<file path="config.mk">
export PLATFORM = sky130hd
export DESIGN_NAME = spu_fetch
export DESIGN_NICKNAME = d
export VERILOG_FILES = /design/src/rtl/spu_pkg.sv /design/src/rtl/spu_fetch.sv
export SDC_FILE = /design/constraint.sdc
export NUM_CORES = 1
export LEC_CHECK = 0
export BUFFER_PORTS_ARGS = -buffer_cell sky130_fd_sc_hd__buf_2
export CELL_PAD_IN_SITES_DETAIL_PLACEMENT = 0
export CELL_PAD_IN_SITES_GLOBAL_PLACEMENT = 1
export CORE_MARGIN = 1.5
export CORE_UTILIZATION = 30
export CTS_CLUSTER_DIAMETER = 150
export DETAILED_ROUTE_END_ITERATION = 12
export HOLD_SLACK_MARGIN = 0.15
export PLACE_DENSITY = 0.78
export SETUP_SLACK_MARGIN = 0.4
export SLEW_MARGIN = 20
export SYNTH_ARGS = -nofsm -noshare
export SYNTH_HDL_FRONTEND = slang
export SYNTH_SLANG_ARGS = --single-unit
export TNS_END_PERCENT = 100
</file>
<file path="constraint.sdc">
create_clock -name clk -period 2 [get_ports clk]
set_input_delay 0.1 -clock clk [delete_from_list [all_inputs] [get_ports clk]]
set_output_delay 0.1 -clock clk [all_outputs]
set_load 0.005 [all_outputs]
</file>
<file path="src/rtl/spu_pkg.sv">
// spu_pkg: shared widths, opcodes, instruction fields and pipeline stage types
package spu_pkg;

	localparam int QUAD_W     = 128;
	localparam int WORD_W     = 32;
	localparam int REG_ADDR_W = 7;
	localparam int INST_W     = 32;
	localparam int PAIR_W     = 64;
	localparam int ADDR_W     = 32;
	localparam int IMM_W      = 10;
	localparam int PAIR_BYTES = 8;

	typedef logic [QUAD_W-1:0] quad_t;
	typedef logic [REG_ADDR_W-1:0] reg_addr_t;
	typedef logic [ADDR_W-1:0] addr_t;

	// even class first, then the two quad memory ops
	typedef enum logic [7:0] {
		OP_NOP  = 8'h00,
		OP_ADD  = 8'h01,
		OP_AND  = 8'h02,
		OP_OR   = 8'h03,
		OP_XOR  = 8'h04,
		OP_ADDI = 8'h05,
		OP_STQD = 8'h24,
		OP_LQD  = 8'h34
	} op_e;

	// tail is the immediate, or rb in its top 7 bits
	typedef struct packed {
		op_e             op;
		reg_addr_t       rt;
		reg_addr_t       ra;
		logic [IMM_W-1:0] tail;
	} inst_t;

	typedef struct packed {
		op_e               op;
		reg_addr_t         rt;
		quad_t             ra;
		quad_t             rb;
		logic [WORD_W-1:0] imm;
		logic              wreg;
	} issue_t;

	typedef struct packed {
		logic      wreg;
		reg_addr_t rt;
		quad_t     data;
	} wb_t;

endpackage

</file>
<file path="src/rtl/spu_fetch.sv">
// spu_fetch: program counter and fetch register for the 64-bit instruction pair
`timescale 1ns/100ps

module spu_fetch (
	input  logic                       clk,
	input  logic                       rst_n_i,
	input  logic                       hold_i,
	input  logic [spu_pkg::PAIR_W-1:0] rom_data_i,
	output logic                       rom_ce_o,
	output spu_pkg::addr_t             rom_addr_o,
	output logic [spu_pkg::PAIR_W-1:0] pair_o
);
	import spu_pkg::*;

	always_ff @(posedge clk) begin
		if (!rst_n_i) begin
			rom_ce_o   <= 1'b0;
			rom_addr_o <= '0;
			// all-zero pair decodes as two nops
			pair_o     <= '0;
		end else begin
			rom_ce_o <= 1'b1;
			// no branches, pc only moves forward
			if (!hold_i) begin
				rom_addr_o <= rom_addr_o + addr_t'(PAIR_BYTES);
				pair_o     <= rom_data_i;
			end
		end
	end

endmodule

</file>
Yosys cells after proc, flatten, opt, wreduce, memory -nomap -nowiden. Cells that the tools add are included.

Add/subtract/negate cells: 1. Muxes and demuxes: 1.

Operator list (number): adder 32 x 4 -> 32 bit (second input constant) (1); two-way mux 1 bit (1).

Register bits: 97. Input bits: 67. Output and inout bits: 97. Word-level logic and storage cells: 5.

Logic depth before layout (Yosys ltp).
Depth after elaboration: 1. Depth in mapped cells: 6. Mapped depth without buffers: 5.

Worst setup path before layout. Ideal clock, no wire load.

Kind: reg-to-reg. Start: reg rom_addr_o[6]. End: reg rom_addr_o[20]. Data arrival time: 1.898 ns. Required time: 1.930 ns. Slack: 0.032 ns. Cell stages (with the launch flop): 7. Path buffers: 2. Period minus slack after synthesis: 1.968 ns. Cells stage by stage: dfxtp_1 > nand4_2 > buf_6 > or4_1 > buf_2 > or4_1 > a21oi_1.

Word-level cells in the longest chain between the ends: 1.

RTL lines: start, declared (line spu_fetch.sv:10) `output spu_pkg::addr_t rom_addr_o,`; start signal, assigned (line spu_fetch.sv:25) `rom_addr_o <= rom_addr_o + addr_t'(PAIR_BYTES);`; adder 32 x 4 -> 32 bit (line spu_fetch.sv:25).

No other way between the ends. A chain may end at the register's enable or synchronous reset.

Worst setup path after layout.
Start: reg rom_addr_o[9]. End: reg rom_addr_o[19].

The elaborated chain is that of the path after synthesis.

==> impl_results.rst <==
.. list-table::
   :header-rows: 1

   * - Metric
     - Value
   * - Run status
     - complete, no violations
   * - Cell type contributing the most total cell area after synthesis
     - sky130_fd_sc_hd__dfxtp_1
   * - Met3 routing resource usage after global routing
     - 0.0380
   * - Htree depth
     - 3
   * - Effective utilization at floorplan
     - 0.305
   * - Clock root cell
     - sky130_fd_sc_hd__clkbuf_16
   * - # Max-Cap Violations
     - 0
   * - Number of synthesized flops with an enable pin
     - 0
   * - Most frequent cells after synthesis
     - sky130_fd_sc_hd__dfxtp_1, sky130_fd_sc_hd__nor2_1, sky130_fd_sc_hd__mux2i_1, sky130_fd_sc_hd__nand2_1, sky130_fd_sc_hd__clkbuf_1
   * - Top-count cell post-synth
     - sky130_fd_sc_hd__dfxtp_1
   * - Worst ir drop on vdd
     - 0.434 mV
   * - Worst Setup End Kind
     - register
   * - Clock slew at the register clock pins of the worst setup and hold paths
     - 0.06 ns
   * - TritonCTS clock tree
     - built
   * - Die area
     - 12800 um2
   * - Type of the worst setup path
     - reg2reg
   * - Via count
     - 3523
   * - Pins over their slew limit
     - 0
   * - #FFs+latches synth
     - 94
   * - Cell leakage power
     - 2.86 nW
   * - Max frequency
     - 0.553 GHz
   * - Post-Layout Cell Count
     - 768
   * - Area growth from synthesis to final layout
     - 62.1%
   * - Startpoint Class
     - register
   * - Hold slack final
     - 0.333 ns
   * - Fraction of layout cells with a size suffix above 1
     - 0.411
   * - First-pass GRT wire length
     - 16100 um
   * - Post-synthesis cell count
     - 370
   * - Shortest period the worst path allows
     - 1.81 ns
   * - GRT met1 Usage
     - 0.179
   * - Number of hold-slack violations in the final timing report
     - 0
   * - Pin count of the biggest net entering global routing
     - 54
   * - Ys flop type
     - sky130_fd_sc_hd__dfxtp_1
   * - Iteration-0 DRC Markers
     - 104
   * - Antenna Diode Count
     - 0
   * - Unrepaired setup endpoints after global routing
     - yes
   * - Sw Pwr
     - 0.911 mW
   * - Tot GR Track Use
     - 0.158
   * - Global routing met2 resource utilization
     - 0.274
   * - Largest fanout of any net on the critical path
     - 7
   * - Site Rows
     - 40
   * - Post-Synthesis Mean Instance Area
     - 9.86 um2
   * - Dpl cells
     - 663
   * - Placer's final routability congestion estimate
     - 0.709
   * - Routed wire length
     - 10200 um
   * - GRT overflow
     - 0
   * - Core footprint
     - 12000 um2
   * - Period utilisation layout
     - 0.904
   * - Number of distinct library cell variants in the gate-level netlist after synthesis
     - 35
   * - # setup viols final
     - 0
   * - Critical Path RT
     - 2.27 ns
   * - Count of antenna-violating nets left after detailed routing
     - 0
   * - Routed via count divided by cell count
     - 4.59
   * - Number of antenna violations at the first check in global routing
     - 0
   * - Post-synth top area share
     - 0.516
   * - Total power divided by cell area
     - 695 nW/um2
   * - Combinational share of power
     - 0.116
   * - Clock latency reported for the late side of the worst-skew pair
     - 0.34 ns
   * - Wire length per cell
     - 13.3 um
   * - Detailed-routing iteration count for the pre-antenna-repair pass
     - 4
   * - Proportion of synthesized flip-flops having asynchronous set or reset
     - 0
   * - Hold WC Path Type
     - in2reg
   * - Setup Total Neg Slack
     - 0 ns
   * - Transition time at the pin with the least slew margin
     - 0.869 ns
   * - Crit path arrival time
     - 2.07 ns
   * - Internal power component
     - 3.20 mW
   * - Portion of the post-synthesis area used by sequential elements
     - 0.516
   * - Synthesis Warnings
     - 0
   * - Y dimension of the die
     - 113 um
   * - Share of the synthesized area in compound gates (AO/OA/AOI/OAI)
     - 0.0377
   * - Max Clock Skew
     - 0.00536 ns
   * - TritonCTS buffer count
     - 9
   * - Area share of fa/ha/maj cells after synthesis
     - 0.00343
   * - Clock power share
     - 0.400
   * - Switching power as a share of total power
     - 0.222
   * - Area share of xor/xnor cells in the synthesized design
     - 0.0264
   * - Chip width
     - 113 um
   * - I/O pins
     - 164
   * - Multiplexer share of the synthesized area
     - 0.192
   * - Post-Synth Simple-Gate Area
     - 0.183
   * - Vias in the first global route
     - 3394
   * - Clock Sinks
     - 94
   * - Remaining max-slew budget at the tightest pin
     - 0.421
   * - Flop pwr share
     - 0.484
   * - Number of buffer cells added on primary ports
     - 160
   * - # nets final
     - 685
   * - Buffer levels on the longest clock path
     - 2
   * - Netlist area before placement
     - 3650 um2
   * - Global-route layer with the greatest usage
     - met2
   * - DRC violation count after routing
     - 0
   * - Detailed placement HPWL
     - 6320 um
   * - Combinational family with the most area after synthesis
     - multiplexers
   * - Main area contributors after synthesis
     - sky130_fd_sc_hd__dfxtp_1, sky130_fd_sc_hd__mux2i_1, sky130_fd_sc_hd__nor2_1, sky130_fd_sc_hd__or4_1, sky130_fd_sc_hd__a21oi_1
-- through the flow --
stage               cell area (um2)  worst slack (ns)   util  power, mW
detailed placement             4620            0.0831  0.386       2.39
global placement               4620             0.130  0.386       2.38
floorplan                      3710             0.168      -       2.22
global route                   5910             0.129  0.494       4.32
finish                         5910             0.191  0.494       4.11
CTS                            5760             0.175  0.482       4.17
-- worst paths after layout --
check / startpoint / slack [ns] / end / cells past startpoint
worst min register to register: rom_addr_o[31]$_SDFFE_PN0N_ / 0.48 / rom_addr_o[31]$_SDFFE_PN0N_ / 2
worst max register to register: rom_addr_o[9]$_SDFFE_PN0N_ / 0.19 / rom_addr_o[19]$_SDFFE_PN0N_ / 5
worst min-delay path: hold_i / 0.33 / rom_addr_o[4]$_SDFFE_PN0N_ / 4
worst max-delay path: rom_addr_o[9]$_SDFFE_PN0N_ / 0.19 / rom_addr_o[19]$_SDFFE_PN0N_ / 5
-- area by class of cell --
| cell class | count | area, um2 |
|---|---|---|
| Clock buffer | 15 | 288 |
| Fill cell | 1056 | 6050 |
| Inverter | 4 | 15.0 |
| Multi-Input combinational cell | 250 | 1770 |
| Sequential cell | 94 | 1930 |
| Tap cell | 147 | 184 |
| Timing Repair Buffer | 258 | 1730 |
-- power by group through the flow --
stage                     Sequential, mW  Combinational [mW]  Clock (mW)
after floorplan                     2.04               0.181           0
after global placement              2.03               0.356           0
after detailed placement            2.03               0.363           0
after CTS                           1.99               0.472        1.71
after global routing                2.00               0.521        1.80
final                               1.99               0.477        1.65
-- critical path: stages, from the launching register on --
cell and delay [ns]:
sky130_fd_sc_hd__dfxtp_4 0.36, sky130_fd_sc_hd__nand4_4 0.12, sky130_fd_sc_hd__buf_6 0.14, sky130_fd_sc_hd__or4_4 0.55, sky130_fd_sc_hd__or4_1 0.44, sky130_fd_sc_hd__a21oi_2 0.13
-- cell usage in the layout, fill, tap and decap left out, drive strengths merged, types with 7 or more instances in the layout --
cell	n
a21oi	12
buf	193
clkbuf	15
dfxtp	94
dlygate4sd3	65
mux2i	70
nand2	14
nand3	7
nor2	76
o31ai	7
or3	7
or4	10
-- cells by family (layout without fill, tap and decap cells) --
kind of cell	Yosys count	in the layout
compound gates	24	24
mux	70	70
xor+xnor	11	11
buf+inv	29	277
fa+ha+maj	1	1
simple gates	140	141
flops	94	94
other cells	1	3
-- state kept, by name, indices dropped and copies added (netlist names) --
| register | count |
|---|---|
| pair_o | 64 |
| rom_ce_o | 1 |
| rom_addr_o | 29 |
-- repair_timing --
action,in CTS,in global routing
setup endpoints to repair,14,20
pin swaps,9,11
hold buffers,65,0
endpoints found under the hold margin,70,0
cloned,1,0
setup buffers,17,7
gates resized for setup,15,29
-- routing by layer --
layer / vias to the layer above / part of all wire
met5: - / 0
met4: 0 / 0.025
met3: 16 / 0.048
met2: 88 / 0.52
met1: 1659 / 0.41
li1: 1760 / -
No activity file was read; power rests on OpenSTA's default activity.
