File: config.mk
export PLATFORM = sky130hd
export DESIGN_NAME = spu_result_pipe
export DESIGN_NICKNAME = d
export VERILOG_FILES = /design/src/rtl/spu_pkg.sv /design/src/rtl/spu_result_pipe.sv
export SDC_FILE = /design/constraint.sdc
export NUM_CORES = 1
export LEC_CHECK = 0
export BUFFER_PORTS_ARGS = -buffer_cell sky130_fd_sc_hd__buf_4
export CAP_MARGIN = 20
export CORE_ASPECT_RATIO = 1.5
export CORE_MARGIN = 2
export CORE_UTILIZATION = 55
export DETAILED_ROUTE_END_ITERATION = 6
export GPL_ROUTABILITY_DRIVEN = 0
export PLACE_DENSITY = 0.78
export SYNTH_ARGS = -nofsm -noshare
export SYNTH_HDL_FRONTEND = slang
export SYNTH_SLANG_ARGS = --single-unit
File: constraint.sdc
create_clock -name clk -period 1.75 [get_ports clk]
set_clock_uncertainty 0.05 [all_clocks]
set_input_delay 0.0875 -clock clk [delete_from_list [all_inputs] [get_ports clk]]
set_output_delay 0.0875 -clock clk [all_outputs]
set_load 0.02 [all_outputs]
File: src/rtl/spu_pkg.sv
// spu_pkg: shared widths, opcodes, instruction fields and pipeline stage types
package spu_pkg;

	localparam int QUAD_W     = 128;
	localparam int WORD_W     = 32;
	localparam int REG_ADDR_W = 7;
	localparam int INST_W     = 32;
	localparam int PAIR_W     = 64;
	localparam int ADDR_W     = 32;
	localparam int IMM_W      = 10;
	localparam int PAIR_BYTES = 8;

	typedef logic [QUAD_W-1:0] quad_t;
	typedef logic [REG_ADDR_W-1:0] reg_addr_t;
	typedef logic [ADDR_W-1:0] addr_t;

	// even class first, then the two quad memory ops
	typedef enum logic [7:0] {
		OP_NOP  = 8'h00,
		OP_ADD  = 8'h01,
		OP_AND  = 8'h02,
		OP_OR   = 8'h03,
		OP_XOR  = 8'h04,
		OP_ADDI = 8'h05,
		OP_STQD = 8'h24,
		OP_LQD  = 8'h34
	} op_e;

	// tail is the immediate, or rb in its top 7 bits
	typedef struct packed {
		op_e             op;
		reg_addr_t       rt;
		reg_addr_t       ra;
		logic [IMM_W-1:0] tail;
	} inst_t;

	typedef struct packed {
		op_e               op;
		reg_addr_t         rt;
		quad_t             ra;
		quad_t             rb;
		logic [WORD_W-1:0] imm;
		logic              wreg;
	} issue_t;

	typedef struct packed {
		logic      wreg;
		reg_addr_t rt;
		quad_t     data;
	} wb_t;

endpackage

File: src/rtl/spu_result_pipe.sv
// spu_result_pipe: result delay network of DEPTH stages ahead of write back
`timescale 1ns/100ps

module spu_result_pipe #(
	parameter int DEPTH = 7
) (
	input  logic         clk,
	input  logic         rst_n_i,
	input  spu_pkg::wb_t wb_i,
	output spu_pkg::wb_t wb_o
);
	import spu_pkg::*;

	wb_t stage_q [DEPTH];

	// only the write enables need clearing
	always_ff @(posedge clk) begin
		if (!rst_n_i) begin
			for (int i = 0; i < DEPTH; i++)
				stage_q[i].wreg <= 1'b0;
		end else begin
			stage_q[0] <= wb_i;
			for (int i = 1; i < DEPTH; i++)
				stage_q[i] <= stage_q[i-1];
		end
	end

	assign wb_o = stage_q[DEPTH-1];

endmodule

== After elaboration in Yosys (flattened, before gate mapping) ==
Memories as Yosys holds them, arrays and structs flattened.
Index checks and enable logic that the tools add are counted.
Word-level totals
  register bits after elaboration: 0
  bits in writable memories: 952
  output and inout port bits: 136
  input bits: 138
  memories kept: 1
  logic and storage cells: 17
Operators by class
  muxes and demuxes: 9
  bitwise logic cells: 7
Memories
  stage_q: words 7, width 136, rd ports 7, clocked after Yosys merged registers in 0, write ports 7, RTL line spu_result_pipe.sv:14  | wb_t stage_q [DEPTH];
Operators by type and width (number)
  $mux W1: 9
  $or A1 B1 Y1: 7

== Depth between registers and ports, before layout ==
Gate-level depths: netlist (run 1).
  depth after elaboration: 2
  gate-level depth with buffers: 1
  gate-level depth less buffers: 1

== Worst setup path before layout (run 1) ==
Ideal clock, no wire load.
  path kind: reg-to-reg
  start point: memory stage_q[0][0] (netlist name)
  end point: memory stage_q[0][136] (netlist name) (data pin)
  buffers on the path: 0
  cell stages (with the launch flop): 1
  path slack: 1.111 ns
  arrival time: 0.323 ns
  clock period less this slack: 0.639 ns
  library setup time: 0.266 ns
  data required time: 1.434 ns
  path through: edfxtp_1
RTL lines (RTL line)
  from (decl): spu_result_pipe.sv:14

==> results of run 1 <==
==> synth_stat cells (all sizes together) <==
cell	number
edfxtp	945
dfxtp	7
and2	7
==> cell families after synthesis <==
kind of cell	after synthesis
DFF	952
and+or+nand+nor	7
==> power groups by stage <==
stage / Clock [mW] / Sequential [mW] / Combinational (mW)
2_1_floorplan: 0 / 27.6 / 0.00222
3_3_place_gp: 0 / 27.5 / 1.24
3_5_place_dp: 0 / 27.6 / 1.28
4_1_cts: 17.9 / 27.1 / 1.54
5_1_grt: 18.7 / 27.2 / 1.65
6_report: 17.4 / 27.1 / 1.53
==> area by class of cell <==
| cell class | count | share of cell area |
|---|---|---|
| clock buffer | 98 | 0.06104 |
| multi-input combinational | 7 | 0.001217 |
| tap | 676 | 0.02351 |
| antenna | 6 | 0.0004173 |
| sequential | 952 | 0.7927 |
| timing repair buffer | 453 | 0.1095 |
| clock inverter | 50 | 0.01165 |
==> per-layer routing <==
metal	up-vias	part of all wire	track usage
met5	-	0.00032	0
met4	2	0.033	0.07112
met3	82	0.066	0.04373
met2	291	0.51	0.2568
met1	5218	0.39	0.1817
li1	5001	-	-
==> worst max-delay path by stage <==
stage,startpoint,slack [ns],cells past startpoint,endpoint
after CTS,stage_q[3][95]$_DFFE_PP_,0.37,1,wb_o[95]
after global routing,stage_q[3][102]$_DFFE_PP_,0.37,1,wb_o[102]
after global placement,rst_n_i,0.46,3,stage_q[3][89]$_DFFE_PP_
final,stage_q[3][95]$_DFFE_PP_,0.41,1,wb_o[95]
after floorplan,stage_q[0][0]$_DFFE_PP_,1.11,0,stage_q[0][136]$_DFFE_PP_
after detailed placement,rst_n_i,0.44,3,stage_q[3][83]$_DFFE_PP_
==> what timing repair did <==
item                                    CTS  global route
setup buffers                             0             0
endpoints found under the hold margin   153             0
hold buffers                            137             0
endpoints found under the setup margin    0             0
==> results.cfg, run 1 <==
[clock_tree]
clk_pin_slew_ns = 0.07
cts_tree = built
clock_sinks = 952
root_buffer = clkbuf_16
cts_made_buffers = 81
htreeDepth = 3
post_cts_resized = 0
cts.path.max_buffers = 3
clock_latency_ns = 0.60

[power]
p_leak_nw = 12.76
p_sw_frac = 0.1909
pwr-share-clk = 0.378
p_int_mw = 37.27
ir_drop_mv = 1.139
power_frac_comb = 0.033
power_mw = 46.06
power_switching_mw = 8.793
p_seq_frac = 0.588
power_density_nw_per_um2 = 1280

[timing]
fin_ws_ns = 0.4121
finalHoldViolCount = 0
rsz0062_at_grt = false
fin_crit_ns = 1.338
finalSetupViolCount = 0
worst_pin_slew_ns = 0.5208
fin_tns_setup_ns = 0
finalMaxSlewViolations = 0
whs_ns = 0.1468
fmax_ghz = 0.7474
finalCritPeriodShare = 0.7645
slew_headroom = 0.6528

[worst_setup_path]
crit-reg2reg-capture = stage_q[0][246]$_DFFE_PP_
crit_slowest_cell = edfxtp_1
max_stage_delay_ns = 0.42
cp_num_buf_inv = 1
worstRegToRegCells = 0
end_kind = output pin
reg2reg_slack_ns = 0.98
crit_fanout = 1
required_ns = 1.61
crit_family = flip-flops
cp_cell_sequence = buf_4
critPathKind = register to output pin
rr_startpoint = stage_q[0][110]$_DFFE_PP_
crit_path_start_kind = register
critical_path_arrival_ns = 1.20

[global_routing]
grt_max_degree = 104
overflow = 0
grt_usage = 0.1524
antenna_found_initial = 6
grt_pass1_vias = 11148
grt_first_pass_wirelength_mm = 60.96

[place]
dp_hpwl_mm = 22.38
placed_area_sq_um = 31970
dp_slack_ns = 0.4444
port_buffers = 273
dp.cells = 1951

[synthesis]
yosys_register_bits = 952
ys_seq_area_frac = 0.9985
synth_warnings = 0
synth_top_family_by_area = simple AND/OR/NAND/NOR gates
synth_top_area_frac = 0.9936
synth-xor-area-share = 0
syn_area_per_cell_sq_um = 29.78
synth_adder_area_share = 0
synth_cell_types = 3
synth_mux_area_frac = 0
syn_area_sq_um = 28560
synth_compound_area_frac = 0
yosys.area_share.simple = 0.001533
synth_area_leader_cell = edfxtp_1
syn_nets = 1097
synth.area.top_cells = edfxtp_1 99%, dfxtp_1 0.49%, and2_1 0.15%
synthCells = 959

[detailed_routing]
routed_via_density = 4.725
vias = 10594
drtAntennaViolNets = 0
dr.first_iter.drc_count = 577
route.detailed.drc = 0
wl_per_cell_um = 18.10
wirelength_mm = 40.58
drtPass1Iterations = 5

[die]
die_w_um = 190.1
die_y_um = 283.1
design.core.area_sq_um = 51430
die-area_sq_um = 53810
initial_core_util = 0.5553
ios = 274
rows = 102

[finish]
layout_common_cells = 945 x edfxtp_1, 300 x buf_4, 137 x dlygate4sd3_1
stdcell_area_sq_um = 35980
largestRegisters = stage_q x952
multi_input_area_sq_um = 43.79
nNetsFinal = 1633
drive_above_1_share = 0.2795
final_util = 0.6995
fin_cells = 2242
fillCellCount = 2891
seq_area_sq_um = 28520
regMostFlops = stage_q
largest_reg_flops = 952
syn_to_final_growth_pct = 25.96
mostFrequentLayoutCell = edfxtp_1

[min_path]
hold_depth = 2
worstHoldEndpoint = stage_q[0][116]$_DFFE_PP_
hold_start = wb_i[116]
hold_path_class = input pin to register

[status]
status = finished, final reports clean

[job]
maxCapViolations = 0
Power figures use the tool's default switching activity.
==> inputs of run 2 (changes only) <==
Clock period 1.75 ns to 1.3 ns, I/O delays scaled along.
==> run 2 against run 1 <==
The run now ends with negative setup slack left. Routed wire length rose by 2.4%. First-iteration DRC count down 0.87%. Non-clock buffer count is 9 higher. Setup slack worse by 0.44 ns. Sequential cell count stayed put. Sequential power is 35% higher. Critical path depth is the same. Worst hold slack got worse by 0.039 ns. Via count grew 1.3%. Critical endpoint is now wb_o[72]. Largest power group unchanged.
==> results.cfg, run 2 (synthesis gave the netlist of run 1 again) <==
[finish]
regMostFlops = stage_q
fin_cells = 2240
drive_above_1_share = 0.2793
stdcell_area_sq_um = 36530
syn_to_final_growth_pct = 27.90
mostFrequentLayoutCell = edfxtp_1
fillCellCount = 2890
largestRegisters = stage_q x952
nNetsFinal = 1642
layout_common_cells = 945 x edfxtp_1, 197 x buf_4, 137 x dlygate4sd3_1
largest_reg_flops = 952

[power]
p_seq_frac = 0.582
power_frac_comb = 0.035
p_leak_nw = 12.97
p_sw_frac = 0.1888
pwr-share-clk = 0.382
power_density_nw_per_um2 = 1718
power_switching_mw = 11.85
ir_drop_mv = 1.565
p_int_mw = 50.90

[worst_setup_path]
crit_fanout = 1
required_ns = 1.19
critical_path_arrival_ns = 1.22
crit_path_start_kind = register
max_stage_delay_ns = 0.44
crit_family = flip-flops
cp_cell_sequence = buf_6
reg2reg_slack_ns = 0.55
critPathKind = register to output pin
cp_num_buf_inv = 1
end_kind = output pin
crit_slowest_cell = edfxtp_1

[timing]
fin_crit_ns = 1.331
finalMaxSlewViolations = 0
fmax_ghz = 0.7514
finalCritPeriodShare = 1.024
finalSetupViolCount = 5
rsz0062_at_grt = true
fin_ws_ns = -0.03078
fin_tns_setup_ns = -0.05228
finalHoldViolCount = 0
whs_ns = 0.1080
worst_pin_slew_ns = 0.4491
slew_headroom = 0.7006

[clock_tree]
clock_latency_ns = 0.61
cts.path.max_buffers = 3
clock_sinks = 952
cts_tree = built
htreeDepth = 3
root_buffer = clkbuf_16
cts_made_buffers = 81
clk_pin_slew_ns = 0.07

[detailed_routing]
vias = 10728
wl_per_cell_um = 18.55
dr.first_iter.drc_count = 572
routed_via_density = 4.789
drtAntennaViolNets = 0
drtPass1Iterations = 5
wirelength_mm = 41.56
route.detailed.drc = 0

[global_routing]
overflow = 0
grt_usage = 0.1551
grt_max_degree = 83
grt_pass1_vias = 11252
antenna_found_initial = 5
grt_first_pass_wirelength_mm = 62.00

[status]
violations = negative setup slack
status = complete, but fails checks

[place]
port_buffers = 273
placed_area_sq_um = 32080
dp_hpwl_mm = 23.26
dp.cells = 1960

[die]
die_y_um = 283.1
ios = 274
die-area_sq_um = 53810
initial_core_util = 0.5553
rows = 102
design.core.area_sq_um = 51430
die_w_um = 190.1

[min_path]
hold_path_class = input pin to register

[job]
maxCapViolations = 0
==> run 2: path summary, 6_finish.rpt <==
| kind | cells past startpoint | to | startpoint |
|---|---|---|---|
| max | 1 | wb_o[72] | stage_q[3][72]$_DFFE_PP_ |
| min | 2 | stage_q[0][4]$_DFFE_PP_ | wb_i[4] |
| max reg2reg | 0 | stage_q[0][188]$_DFFE_PP_ | stage_q[0][52]$_DFFE_PP_ |
| min reg2reg | 0 | stage_q[2][113]$_DFFE_PP_ | stage_q[1][249]$_DFFE_PP_ |
==> run 2: cell type report <==
type                    instances  area (sq um)  area share
clock buffers                 102          2170     0.05939
multi-input cells               7         43.79    0.001199
repair buffers                462          4453      0.1219
clock inverters                38         493.0     0.01350
well taps                     676         845.8     0.02315
flip-flops and latches        952         28520      0.7807
diodes                          3         7.507   0.0002055
==> run 2: what timing repair did <==
| item | in CTS | in global routing |
|---|---|---|
| gates cloned | 0 | 0 |
| setup buffers | 0 | 0 |
| endpoints found under the setup margin | 102 | 87 |
| hold buffers | 137 | 0 |
| gates resized for setup | 102 | 7 |
| endpoints found under the hold margin | 312 | 0 |
==> run 2: power by group through the flow <==
stage | Sequential, mW | Clock [mW] | Combinational, mW
6_report | 36.5 | 24.0 | 2.22
2_1_floorplan | 37.2 | 0 | 0.00299
3_3_place_gp | 37.0 | 0 | 1.71
5_1_grt | 36.7 | 25.8 | 2.37
4_1_cts | 36.5 | 24.6 | 2.23
3_5_place_dp | 37.1 | 0 | 1.77
==> run 2: routing by layer <==
layer,GRT usage,part of all wire,vias to the layer above
met5,0,0.00067,-
met4,0.07810,0.035,4
met3,0.04781,0.074,85
met2,0.2597,0.51,313
met1,0.1816,0.38,5309
li1,-,-,5017
==> run 2: per-stage QoR <==
stage	setup slack [ns]	utilization	total power, mW
after global routing	-0.06643	0.7103	64.86
after CTS	-0.06699	0.7096	63.42
after floorplan	0.6612	-	37.19
after detailed placement	0.1420	0.6237	38.89
after global placement	0.1726	0.6237	38.69
final	-0.03078	0.7103	62.74
