--- src/rtl/spu_pkg.sv ---
// spu_pkg: shared widths, opcodes, instruction fields and pipeline stage types
package spu_pkg;

	localparam int QUAD_W     = 128;
	localparam int WORD_W     = 32;
	localparam int REG_ADDR_W = 7;
	localparam int INST_W     = 32;
	localparam int PAIR_W     = 64;
	localparam int ADDR_W     = 32;
	localparam int IMM_W      = 10;
	localparam int PAIR_BYTES = 8;

	typedef logic [QUAD_W-1:0] quad_t;
	typedef logic [REG_ADDR_W-1:0] reg_addr_t;
	typedef logic [ADDR_W-1:0] addr_t;

	// even class first, then the two quad memory ops
	typedef enum logic [7:0] {
		OP_NOP  = 8'h00,
		OP_ADD  = 8'h01,
		OP_AND  = 8'h02,
		OP_OR   = 8'h03,
		OP_XOR  = 8'h04,
		OP_ADDI = 8'h05,
		OP_STQD = 8'h24,
		OP_LQD  = 8'h34
	} op_e;

	// tail is the immediate, or rb in its top 7 bits
	typedef struct packed {
		op_e             op;
		reg_addr_t       rt;
		reg_addr_t       ra;
		logic [IMM_W-1:0] tail;
	} inst_t;

	typedef struct packed {
		op_e               op;
		reg_addr_t         rt;
		quad_t             ra;
		quad_t             rb;
		logic [WORD_W-1:0] imm;
		logic              wreg;
	} issue_t;

	typedef struct packed {
		logic      wreg;
		reg_addr_t rt;
		quad_t     data;
	} wb_t;

endpackage

--- src/rtl/spu_odd_pipe.sv ---
// spu_odd_pipe: odd execute stage, quad address generation and data memory access
`timescale 1ns/100ps

module spu_odd_pipe (
	input  logic            clk,
	input  logic            rst_n_i,
	input  spu_pkg::issue_t issue_i,
	input  spu_pkg::quad_t  rt_from_memory_i,
	output spu_pkg::addr_t  mem_data_addr_o,
	output logic            write_memory_enable_o,
	output spu_pkg::quad_t  rt_to_memory_o,
	output spu_pkg::wb_t    wb_o
);
	import spu_pkg::*;

	issue_t ex_q;
	addr_t ea;

	always_ff @(posedge clk) begin
		if (!rst_n_i)
			ex_q <= '0;
		else
			ex_q <= issue_i;
	end

	// word 0 of ra plus the immediate scaled to quads
	assign ea = ex_q.ra[ADDR_W-1:0] + {ex_q.imm[ADDR_W-5:0], 4'b0000};
	assign mem_data_addr_o = {ea[ADDR_W-1:4], 4'b0000};

	// store data came in on the second read port
	assign write_memory_enable_o = (ex_q.op == OP_STQD);
	assign rt_to_memory_o = ex_q.rb;

	assign wb_o = '{wreg: ex_q.wreg, rt: ex_q.rt,
		data: (ex_q.op == OP_LQD) ? rt_from_memory_i : '0};

endmodule

--- config.mk ---
export PLATFORM = sky130hd
export DESIGN_NAME = spu_odd_pipe
export DESIGN_NICKNAME = d
export VERILOG_FILES = /design/src/rtl/spu_pkg.sv /design/src/rtl/spu_odd_pipe.sv
export SDC_FILE = /design/constraint.sdc
export NUM_CORES = 1
export LEC_CHECK = 0
export BUFFER_PORTS_ARGS = -buffer_cell sky130_fd_sc_hd__buf_2
export CORE_AREA = 2 2 287 289
export CTS_CLUSTER_SIZE = 28
export DETAILED_ROUTE_END_ITERATION = 10
export DIE_AREA = 0 0 289 291
export PLACE_DENSITY = 0.3
export SLEW_MARGIN = 25
export SYNTH_ARGS = -nofsm -noshare
export SYNTH_HDL_FRONTEND = slang
export SYNTH_SLANG_ARGS = --single-unit
--- constraint.sdc ---
create_clock -name clk -period 3.05 [get_ports clk]
set_input_delay 0.305 -clock clk [delete_from_list [all_inputs] [get_ports clk]]
set_output_delay 0.305 -clock clk [all_outputs]
set_load 0.01 [all_outputs]
; Word-level counts from Yosys, hierarchy flattened
; Index checks and enable logic that the tools add are counted.
[classes]
n_addsub = 1
n_eq_ne = 2
n_mux = 1
[op_table]
columns = op, n
row1 = $mux 128, 1
row2 = $add 32x32->32, 1
row3 = $eq 8x6->1 const B, 2
[totals]
input_bits = 434
reg_bits = 204
output_inout_bits = 297
elab_cells = 10

; Longest topological paths before layout
; Gate-level depths: netlist of the first run.
[depth]
word_depth = 2
ltp_mapped = 10
mapped_depth_nobuf = 10

; Least setup slack after synthesis of the first run
; OpenSTA, ideal clock, no wires.
[synth_timing]
kind = reg-to-output
start = reg ex_q[2] (netlist name)
end = out mem_data_addr_o[27]
arrival_ps = 2224
stages_incl_launch_ff = 10
path_slack_ps = 521
path_buffers = 0
required_ps = 2745
cell_sequence = dfxtp_1 > ha_1 > a21o_1 > and4_1 > a311oi_2 > o21ai_4 > a21oi_4 > o21ai_2 > mux2i_1 > a2111oi_2
[synth_via]
elab_chain_len = 1
[synth_lines]
columns = element, line
row1 = "start, declared", spu_odd_pipe.sv:16  ; issue_t ex_q;
row2 = "start signal, assigned", spu_odd_pipe.sv:23  ; ex_q <= issue_i;
row3 = $add 32x32->32, spu_odd_pipe.sv:27  ; assign ea = ex_q.ra[ADDR_W-1:0] + {ex_q.imm[ADDR_W-5:0], 4'b0000};
row4 = "end, declared", spu_odd_pipe.sv:9  ; output spu_pkg::addr_t mem_data_addr_o,
; Every way passes these cells.

; Final worst setup path of the first run
[layout_timing]
start = reg ex_q[2] (netlist name)
end = out mem_data_addr_o[29]
; Same word-level chain as after synthesis.

==> tab_implementation.tex, run 1 <==
\begin{tabular}{lr}
\hline
Metric & Value \\
\hline
\multicolumn{2}{l}{\textbf{Timing}} \\
\quad Worst slew pin tran & 0.559 ns \\
\quad Worst path setup slack after routing & -0.0730 ns \\
\quad Number of hold violations in the final report & 0 \\
\quad Min cycle time layout & 3.12 ns \\
\quad Final worst-path cycle share & 102\% \\
\quad \# setup viols final & 5 \\
\quad RSZ-0062 raised after global routing & true \\
\quad Maximum achievable frequency & 320 MHz \\
\quad Max\_slew headroom & 62.7\% \\
\quad Final count of pins violating max slew & 0 \\
\multicolumn{2}{l}{\textbf{Floorplanning}} \\
\quad Die Ht & 291 um \\
\quad Die area & 84100 sq um \\
\quad Die extent in x & 289 um \\
\quad Effective utilization at floorplan & 10.8\% \\
\quad Cell row count & 105 \\
\quad Area of the core & 81200 sq um \\
\quad Number of placed I/O pins & 731 \\
\multicolumn{2}{l}{\textbf{Drt}} \\
\quad Number of optimization iterations in the first detailed-route pass & 4 \\
\quad Average wire per standard cell & 20.6 um \\
\quad DRC violation total after the first TritonRoute iteration & 265 \\
\quad Detailed-route via count & 8317 \\
\quad Per-cell via count in the routed design & 3.11 \\
\quad Antenna Nets Post-Route & 0 \\
\quad DRC viols & 0 \\
\quad Total wire length after detailed routing & 55000 um \\
\multicolumn{2}{l}{\textbf{Place}} \\
\quad Post-placement cell area & 12100 sq um \\
\quad Port Buf Inserts & 622 \\
\quad Dpl ws & 0.0483 ns \\
\quad \# placed instances & 2429 \\
\quad Weighted congestion reported at the end of routability-driven placement & 1.00 \\
\quad Detailed-placement wirelength estimate & 46300 um \\
\multicolumn{2}{l}{\textbf{Job}} \\
\quad Maximum capacitance violations & 0 \\
\multicolumn{2}{l}{\textbf{Global routing}} \\
\quad Largest net degree at the start of global routing & 98 \\
\quad Initial antenna violation count & 42 \\
\quad Grt ovf & 0 \\
\quad Global-route total usage across every layer & 12.8\% \\
\quad Via count of the first global-routing pass & 8697 \\
\quad Global-route wire length before repair & 72800 um \\
\multicolumn{2}{l}{\textbf{Outcome}} \\
\quad Violated checks & setup timing \\
\quad Status & finished with violations \\
\multicolumn{2}{l}{\textbf{Worst setup path}} \\
\quad Most numerous cell on the critical path & sky130\_fd\_sc\_hd\_\_buf\_6 \\
\quad Worst path cell trace & ha\_4, a21o\_1, and4\_4, a311oi\_4, o21ai\_4, buf\_6, a31oi\_4, o21a\_4, buf\_6, o31ai\_4, xor2\_1, buf\_2 \\
\quad Arr. time, crit path & 2.82 ns \\
\quad Critical path startpoint category & flop \\
\quad Setup CP Type & flop to primary output \\
\quad Stage delay of the slowest cell on the critical path & 0.34 ns \\
\quad Required @ worst endpoint & 2.74 ns \\
\quad Cell with the largest stage delay on the worst path & sky130\_fd\_sc\_hd\_\_dfxtp\_2 \\
\quad Endpoint kind of the worst setup timing path & primary output \\
\quad Worst Path Max Fanout & 3 \\
\multicolumn{2}{l}{\textbf{Clock network}} \\
\quad Clock transition at the registers of the reported paths & 0.08 ns \\
\quad TritonCTS clock tree & built \\
\quad Maximum count of clock buffers along a single path & 2 \\
\quad Number of buffers added by the clock tree synthesis step & 17 \\
\quad Clock sink count & 200 \\
\quad Root buffer cell & sky130\_fd\_sc\_hd\_\_clkbuf\_16 \\
\quad Maximum level of the CTS H-tree & 4 \\
\multicolumn{2}{l}{\textbf{Pwr}} \\
\quad Leak pwr & 7.44 nW \\
\quad Maximum resistive drop on vdd & 0.386 mV \\
\quad Power per unit of standard cell area & 429 nW/um\^{}2 \\
\multicolumn{2}{l}{\textbf{Logic synthesis}} \\
\quad Mapped Avg Cell Area & 9.66 sq um \\
\quad Dominant cells by area after synthesis & sky130\_fd\_sc\_hd\_\_dfxtp\_1, sky130\_fd\_sc\_hd\_\_and2\_1, sky130\_fd\_sc\_hd\_\_buf\_4 \\
\quad Sequential area share after synthesis & 45.7\% \\
\quad EDFF count, synth & 0 \\
\quad Post-synthesis cell type count & 52 \\
\quad Yosys top cell by area & sky130\_fd\_sc\_hd\_\_dfxtp\_1 \\
\quad Syn Std Cell Area & 8760 sq um \\
\quad Number of warnings issued by yosys & 0 \\
\quad Predominant post-synthesis flop cell & sky130\_fd\_sc\_hd\_\_dfxtp\_1 \\
\quad Most frequently used cell type in the post-synthesis netlist & sky130\_fd\_sc\_hd\_\_and2\_1 \\
\quad Post-Syn Instances & 906 \\
\quad Commonest cells in the netlist & sky130\_fd\_sc\_hd\_\_and2\_1, sky130\_fd\_sc\_hd\_\_dfxtp\_1, sky130\_fd\_sc\_hd\_\_buf\_4, sky130\_fd\_sc\_hd\_\_clkbuf\_1, sky130\_fd\_sc\_hd\_\_ha\_1 \\
\quad Share of synthesized registers carrying an async set or reset & 0\% \\
\quad Portion of synthesized cell area occupied by the leading cell type & 45.7\% \\
\quad Register bit count reported by yosys & 200 \\
\multicolumn{2}{l}{\textbf{Finish}} \\
\quad Area Overhead vs Synth & 72.5\% \\
\quad Number of nets in the layout & 2044 \\
\quad Layout cells sized above 1 & 47.1\% \\
\quad Finished layout cell area & 15100 sq um \\
\quad Final Non-Filler Cells & 2671 \\
\multicolumn{2}{l}{\textbf{Hold path}} \\
\quad Hold Crit Class & primary input to flop \\
\hline
\end{tabular}
-- where the power goes --
group | switching [mW] | internal (mW)
registers | 0.0450 | 2.75
logic | 0.566 | 0.643
clock network | 1.20 | 1.28
-- layer usage --
layer  GRT usage (%)  part of all wire, %
met2            20.4                   46
met5               0                0.069
met1            17.4                   45
met3            2.76                  6.7
met4            3.53                  2.2
-- cell families (layout without fill, tap and decap cells) --
logic type / Yosys count / count (layout) / share of synthesized area, %
xor+xnor: 24 / 24 / 2.40
mux: 1 / 1 / 0.114
compound gates: 71 / 71 / 6.14
fa+ha+maj: 28 / 28 / 4.09
other cells: 1 / 10 / 0.0428
simple gates: 392 / 392 / 27.3
flops: 200 / 200 / 45.7
buf+inv: 189 / 875 / 14.1
-- cell type report --
cell class / instances / area, sq um
Clock buffer: 19 / 453
Clock inverter: 13 / 159
Tap cell: 1070 / 1340
Timing Repair Buffer: 839 / 5280
Antenna cell: 6 / 15.0
Fill cell: 9215 / 66100
Multi-Input combinational cell: 520 / 3830
Sequential cell: 200 / 4010
Inverter: 4 / 15.0
-- state kept, by name, summed over array words and instances, names as in the netlist --
name / flops
wb_o: 8
ex_q: 64
rt_to_memory_o: 128
-- timing repair --
item	in CTS	in global routing
gates resized for setup	37	33
endpoints found under the setup margin	16	21
pin swaps	33	21
buffers inserted	26	4
endpoints found under the hold margin	176	0
hold buffers	176	0
-- final timing paths --
check                         startpoint             endpoint  slack (ns)  cells after the start
worst max-delay path  ex_q[2]$_SDFF_PN0_  mem_data_addr_o[29]       -0.07                     12
worst min-delay path          issue_i[4]   ex_q[4]$_SDFF_PN0_        0.07                      2
-- cells in the final DEF (no fill, tap or decap), types with 6 or more instances in the layout --
cell	Yosys	routed
sky130_fd_sc_hd__buf_2	3	617
sky130_fd_sc_hd__clkbuf_16	0	17
sky130_fd_sc_hd__a21oi_1	21	14
sky130_fd_sc_hd__buf_4	140	32
sky130_fd_sc_hd__xor2_1	9	9
sky130_fd_sc_hd__and2_1	329	329
sky130_fd_sc_hd__dlygate4sd3_1	0	176
sky130_fd_sc_hd__buf_6	0	10
sky130_fd_sc_hd__diode_2	0	6
sky130_fd_sc_hd__dfxtp_1	200	194
sky130_fd_sc_hd__dfxtp_2	0	6
sky130_fd_sc_hd__nor2_1	15	13
sky130_fd_sc_hd__nand4_1	8	8
sky130_fd_sc_hd__ha_1	27	16
sky130_fd_sc_hd__nand2_1	9	9
sky130_fd_sc_hd__a21o_1	17	17
sky130_fd_sc_hd__ha_4	0	7
sky130_fd_sc_hd__nand3_1	8	7
sky130_fd_sc_hd__a21oi_2	1	6
sky130_fd_sc_hd__xnor2_1	15	10
-- per-stage QoR --
stage	TNS (ns)	total power, mW	hold slack (ns)	utilization (%)
detailed placement	0	3.78	0.513	15.0
finish	-0.192	6.48	0.0667	18.6
CTS	-2.59	6.64	0.00173	18.4
global placement	0	3.79	0.510	15.0
global route	-1.61	6.85	0.0287	18.6
floorplan	0	3.37	0.427	-
-- critical path: cells and delay by family (launching register included) --
family | cells | cell delay, ns
buffers and inverters | 3 | 0.42
and+or+nand+nor | 1 | 0.23
DFF | 1 | 0.34
xor gates and xnor gates | 1 | 0.16
adders and majority gates | 1 | 0.25
AOI/OAI and AO/OA | 6 | 0.93
Note: power is estimated with default switching activity, not from simulation.
==> inputs of run 2 (changes only) <==
Settings changed: PLACE_DENSITY 0.3 to 0.41, REMOVE_ABC_BUFFERS from default to 1.
==> run 2 against run 1 <==
  * The run still ends with setup timing left
  * Maximum frequency is 1.3% lower
  * Cell count is 1.4% lower
  * Critical path depth is 1 lower
  * Clock-buffer cell count is 1 higher
  * Largest power group unchanged
  * Design area is 2.9% lower
  * Core utilization is 0.54 points lower
  * Sequential power hardly changed
  * Worst hold slack worse by 0.015 ns
  * Combinational power is 7% lower
  * Sequential share of layout area is 0.79 points higher
==> tab_implementation.tex, run 2 (synthesized netlist as in run 1, its figures left out) <==
\begin{tabular}{lr}
\hline
Metric & Value \\
\hline
\multicolumn{2}{l}{\textbf{Pwr}} \\
\quad P\_sw & 1.69 mW (-6.8\%) \\
\quad Fraction of power consumed by combinational cells & 18.0\% (-0.6 points) \\
\quad Portion of total power attributed to the clock network & 37.6\% (-0.6 points) \\
\quad Cell-internal power & 4.60 mW (-1.5\%) \\
\quad Maximum resistive drop on vdd & 0.540 mV (+40\%) \\
\quad Net switching fraction of the power & 26.8\% (-1.1 points) \\
\quad Power per unit of standard cell area & 429 nW/um\^{}2 (about the same) \\
\quad Total power & 6.29 mW (-3.0\%) \\
\quad Leak pwr & 7.24 nW (-2.8\%) \\
\quad Sequential fraction of design power & 44.5\% (+1.4 points) \\
\multicolumn{2}{l}{\textbf{Worst setup path}} \\
\quad Timing startpoint of the critical path & ex\_q[165]\$\_SDFF\_PN0\_ \\
\quad Critical path startpoint category & flop \\
\quad Endpoint kind of the worst setup timing path & primary output \\
\quad Worst setup endpoint & mem\_data\_addr\_o[24] \\
\quad Arr. time, crit path & 2.86 ns (+0.04 ns) \\
\quad Worst Path Max Fanout & 3 (unchanged) \\
\quad Setup CP Type & flop to primary output \\
\quad Required @ worst endpoint & 2.74 ns (about the same) \\
\multicolumn{2}{l}{\textbf{Drt}} \\
\quad Detailed-route via count & 8146 (-2.1\%) \\
\quad DRC viols & 0 (unchanged) \\
\quad Total wire length after detailed routing & 35600 um (-35\%) \\
\quad Antenna Nets Post-Route & 0 (unchanged) \\
\quad Per-cell via count in the routed design & 3.09 (-0.64\%) \\
\quad Average wire per standard cell & 13.5 um (-34\%) \\
\quad DRC violation total after the first TritonRoute iteration & 255 (-3.8\%) \\
\quad Number of optimization iterations in the first detailed-route pass & 4 (unchanged) \\
\multicolumn{2}{l}{\textbf{Finish}} \\
\quad Area Overhead vs Synth & 67.5\% \\
\quad Top library cells by usage in the layout, fill and taps aside & sky130\_fd\_sc\_hd\_\_buf\_2, sky130\_fd\_sc\_hd\_\_and2\_1, sky130\_fd\_sc\_hd\_\_dfxtp\_1 \\
\quad Layout cells sized above 1 & 46.0\% (-1.2 points) \\
\quad Finished layout cell area & 14700 sq um (-2.9\%) \\
\quad Most frequent standard cell in the layout excluding fill and tap cells & sky130\_fd\_sc\_hd\_\_buf\_2 \\
\quad Final Non-Filler Cells & 2633 (-1.4\%) \\
\quad Flip-flop count of the largest register, all copies and words added & 128 (unchanged) \\
\quad Post-route core utilization & 18.1\% (-0.54 points) \\
\quad Number of nets in the layout & 2009 (-1.7\%) \\
\multicolumn{2}{l}{\textbf{Outcome}} \\
\quad Status & finished with violations \\
\quad Violated checks & setup timing \\
\multicolumn{2}{l}{\textbf{Clock network}} \\
\quad Number of buffers added by the clock tree synthesis step & 17 (unchanged) \\
\quad TritonCTS clock tree & built \\
\quad Root buffer cell & sky130\_fd\_sc\_hd\_\_clkbuf\_16 \\
\quad Clock transition at the registers of the reported paths & 0.08 ns (about the same) \\
\quad Maximum level of the CTS H-tree & 4 (unchanged) \\
\quad Maximum count of clock buffers along a single path & 2 (unchanged) \\
\quad Clock sink count & 200 (unchanged) \\
\multicolumn{2}{l}{\textbf{Place}} \\
\quad Post-placement cell area & 12100 sq um (-0.45\%) \\
\quad Dpl ws & 0.0892 ns (+0.0408 ns) \\
\quad Weighted congestion reported at the end of routability-driven placement & 0.809 (-19\%) \\
\quad Detailed-placement wirelength estimate & 28700 um (-38\%) \\
\quad Port Buf Inserts & 622 (unchanged) \\
\quad \# placed instances & 2425 (-0.16\%) \\
\multicolumn{2}{l}{\textbf{Floorplanning}} \\
\quad Die extent in x & 289 um (unchanged) \\
\quad Cell row count & 105 (unchanged) \\
\quad Effective utilization at floorplan & 10.8\% (unchanged) \\
\quad Number of placed I/O pins & 731 (unchanged) \\
\quad Die Ht & 291 um (unchanged) \\
\quad Area of the core & 81200 sq um (unchanged) \\
\quad Die area & 84100 sq um (unchanged) \\
\multicolumn{2}{l}{\textbf{Timing}} \\
\quad Worst hold slack & 0.0513 ns (-0.0154 ns) \\
\quad Worst path setup slack after routing & -0.113 ns (-0.0404 ns) \\
\quad Final worst-path cycle share & 104\% (+1.3 points) \\
\quad Final count of pins violating max slew & 0 (unchanged) \\
\quad Summed negative setup slack over all endpoints & -0.459 ns (-0.266 ns) \\
\quad \# setup viols final & 9 (+4) \\
\quad Max\_slew headroom & 44.1\% (-19 points) \\
\quad Number of hold violations in the final report & 0 (unchanged) \\
\quad RSZ-0062 raised after global routing & true \\
\quad Maximum achievable frequency & 316 MHz (-1.3\%) \\
\quad Min cycle time layout & 3.16 ns (+0.0404 ns) \\
\quad Worst slew pin tran & 0.839 ns (+0.280 ns) \\
\multicolumn{2}{l}{\textbf{Global routing}} \\
\quad Global-route total usage across every layer & 8.28\% (-4.6 points) \\
\quad Via count of the first global-routing pass & 8631 (-0.76\%) \\
\quad Initial antenna violation count & 14 (-67\%) \\
\quad Largest net degree at the start of global routing & 129 (+32\%) \\
\quad Grt ovf & 0 (unchanged) \\
\quad Global-route wire length before repair & 50900 um (-30\%) \\
\multicolumn{2}{l}{\textbf{Job}} \\
\quad Maximum capacitance violations & 0 (unchanged) \\
\multicolumn{2}{l}{\textbf{Hold path}} \\
\quad Hold Crit Class & primary input to flop \\
\hline
\end{tabular}
-- run 2: worst min-delay path by stage --
stage                 start                        endpoint  slack [ns]  depth (start not counted)
6_report        issue_i[25]             ex_q[25]$_SDFF_PN0_        0.05                          2
5_1_grt        issue_i[140]  rt_to_memory_o[107]$_SDFF_PN0_        0.01                          2
4_1_cts         issue_i[17]             ex_q[17]$_SDFF_PN0_     0.00003                          2
3_5_place_dp    issue_i[64]   rt_to_memory_o[31]$_SDFF_PN0_        0.51                          2
3_3_place_gp   issue_i[135]  rt_to_memory_o[102]$_SDFF_PN0_        0.51                          2
2_1_floorplan       rst_n_i             ex_q[10]$_SDFF_PN0_        0.43                          1
-- run 2: routing by layer --
metal / wire length [um] / vias up / GRT usage [%]
met5: 109 / - / 0
li1: - / 4012 / -
met3: 3330 / 53 / 3.65
met4: 768 / 20 / 3.21
met1: 15100 / 3681 / 9.36
met2: 16300 / 380 / 13.6
-- run 2: what timing repair did --
item,CTS,global route
gates resized for setup,43,21
setup buffers,4,7
hold buffers,163,0
endpoints found under the setup margin,16,15
pin swaps,15,18
endpoints found under the hold margin,163,0
-- run 2: power by group through the flow --
stage	Combinational [mW]	Sequential, mW	Clock [mW]
2_1_floorplan	0.322	2.90	0
3_3_place_gp	0.909	2.85	0
3_5_place_dp	0.909	2.85	0
4_1_cts	1.14	2.80	2.51
5_1_grt	1.25	2.81	2.60
6_report	1.13	2.80	2.36
-- run 2: layout make-up --
class	instances	area [sq um]
Fill cell	9092	66500
Antenna cell	3	7.51
Sequential cell	200	4010
Inverter	4	15.0
Clock inverter	12	143
Tap cell	1070	1340
Multi-Input combinational cell	520	3730
Timing Repair Buffer	804	4970
Clock buffer	20	447
-- run 2: worst max-delay path: stages, from the launching register on --
cell	delay (ns)
sky130_fd_sc_hd__dfxtp_2	0.33
sky130_fd_sc_hd__ha_4	0.16
sky130_fd_sc_hd__fa_2	0.37
sky130_fd_sc_hd__a21oi_4	0.15
sky130_fd_sc_hd__nor2_2	0.07
sky130_fd_sc_hd__o21ai_2	0.22
sky130_fd_sc_hd__a21oi_4	0.11
sky130_fd_sc_hd__a221o_1	0.32
sky130_fd_sc_hd__a21oi_2	0.17
sky130_fd_sc_hd__o21ai_1	0.10
sky130_fd_sc_hd__xor2_1	0.20
sky130_fd_sc_hd__buf_4	0.18
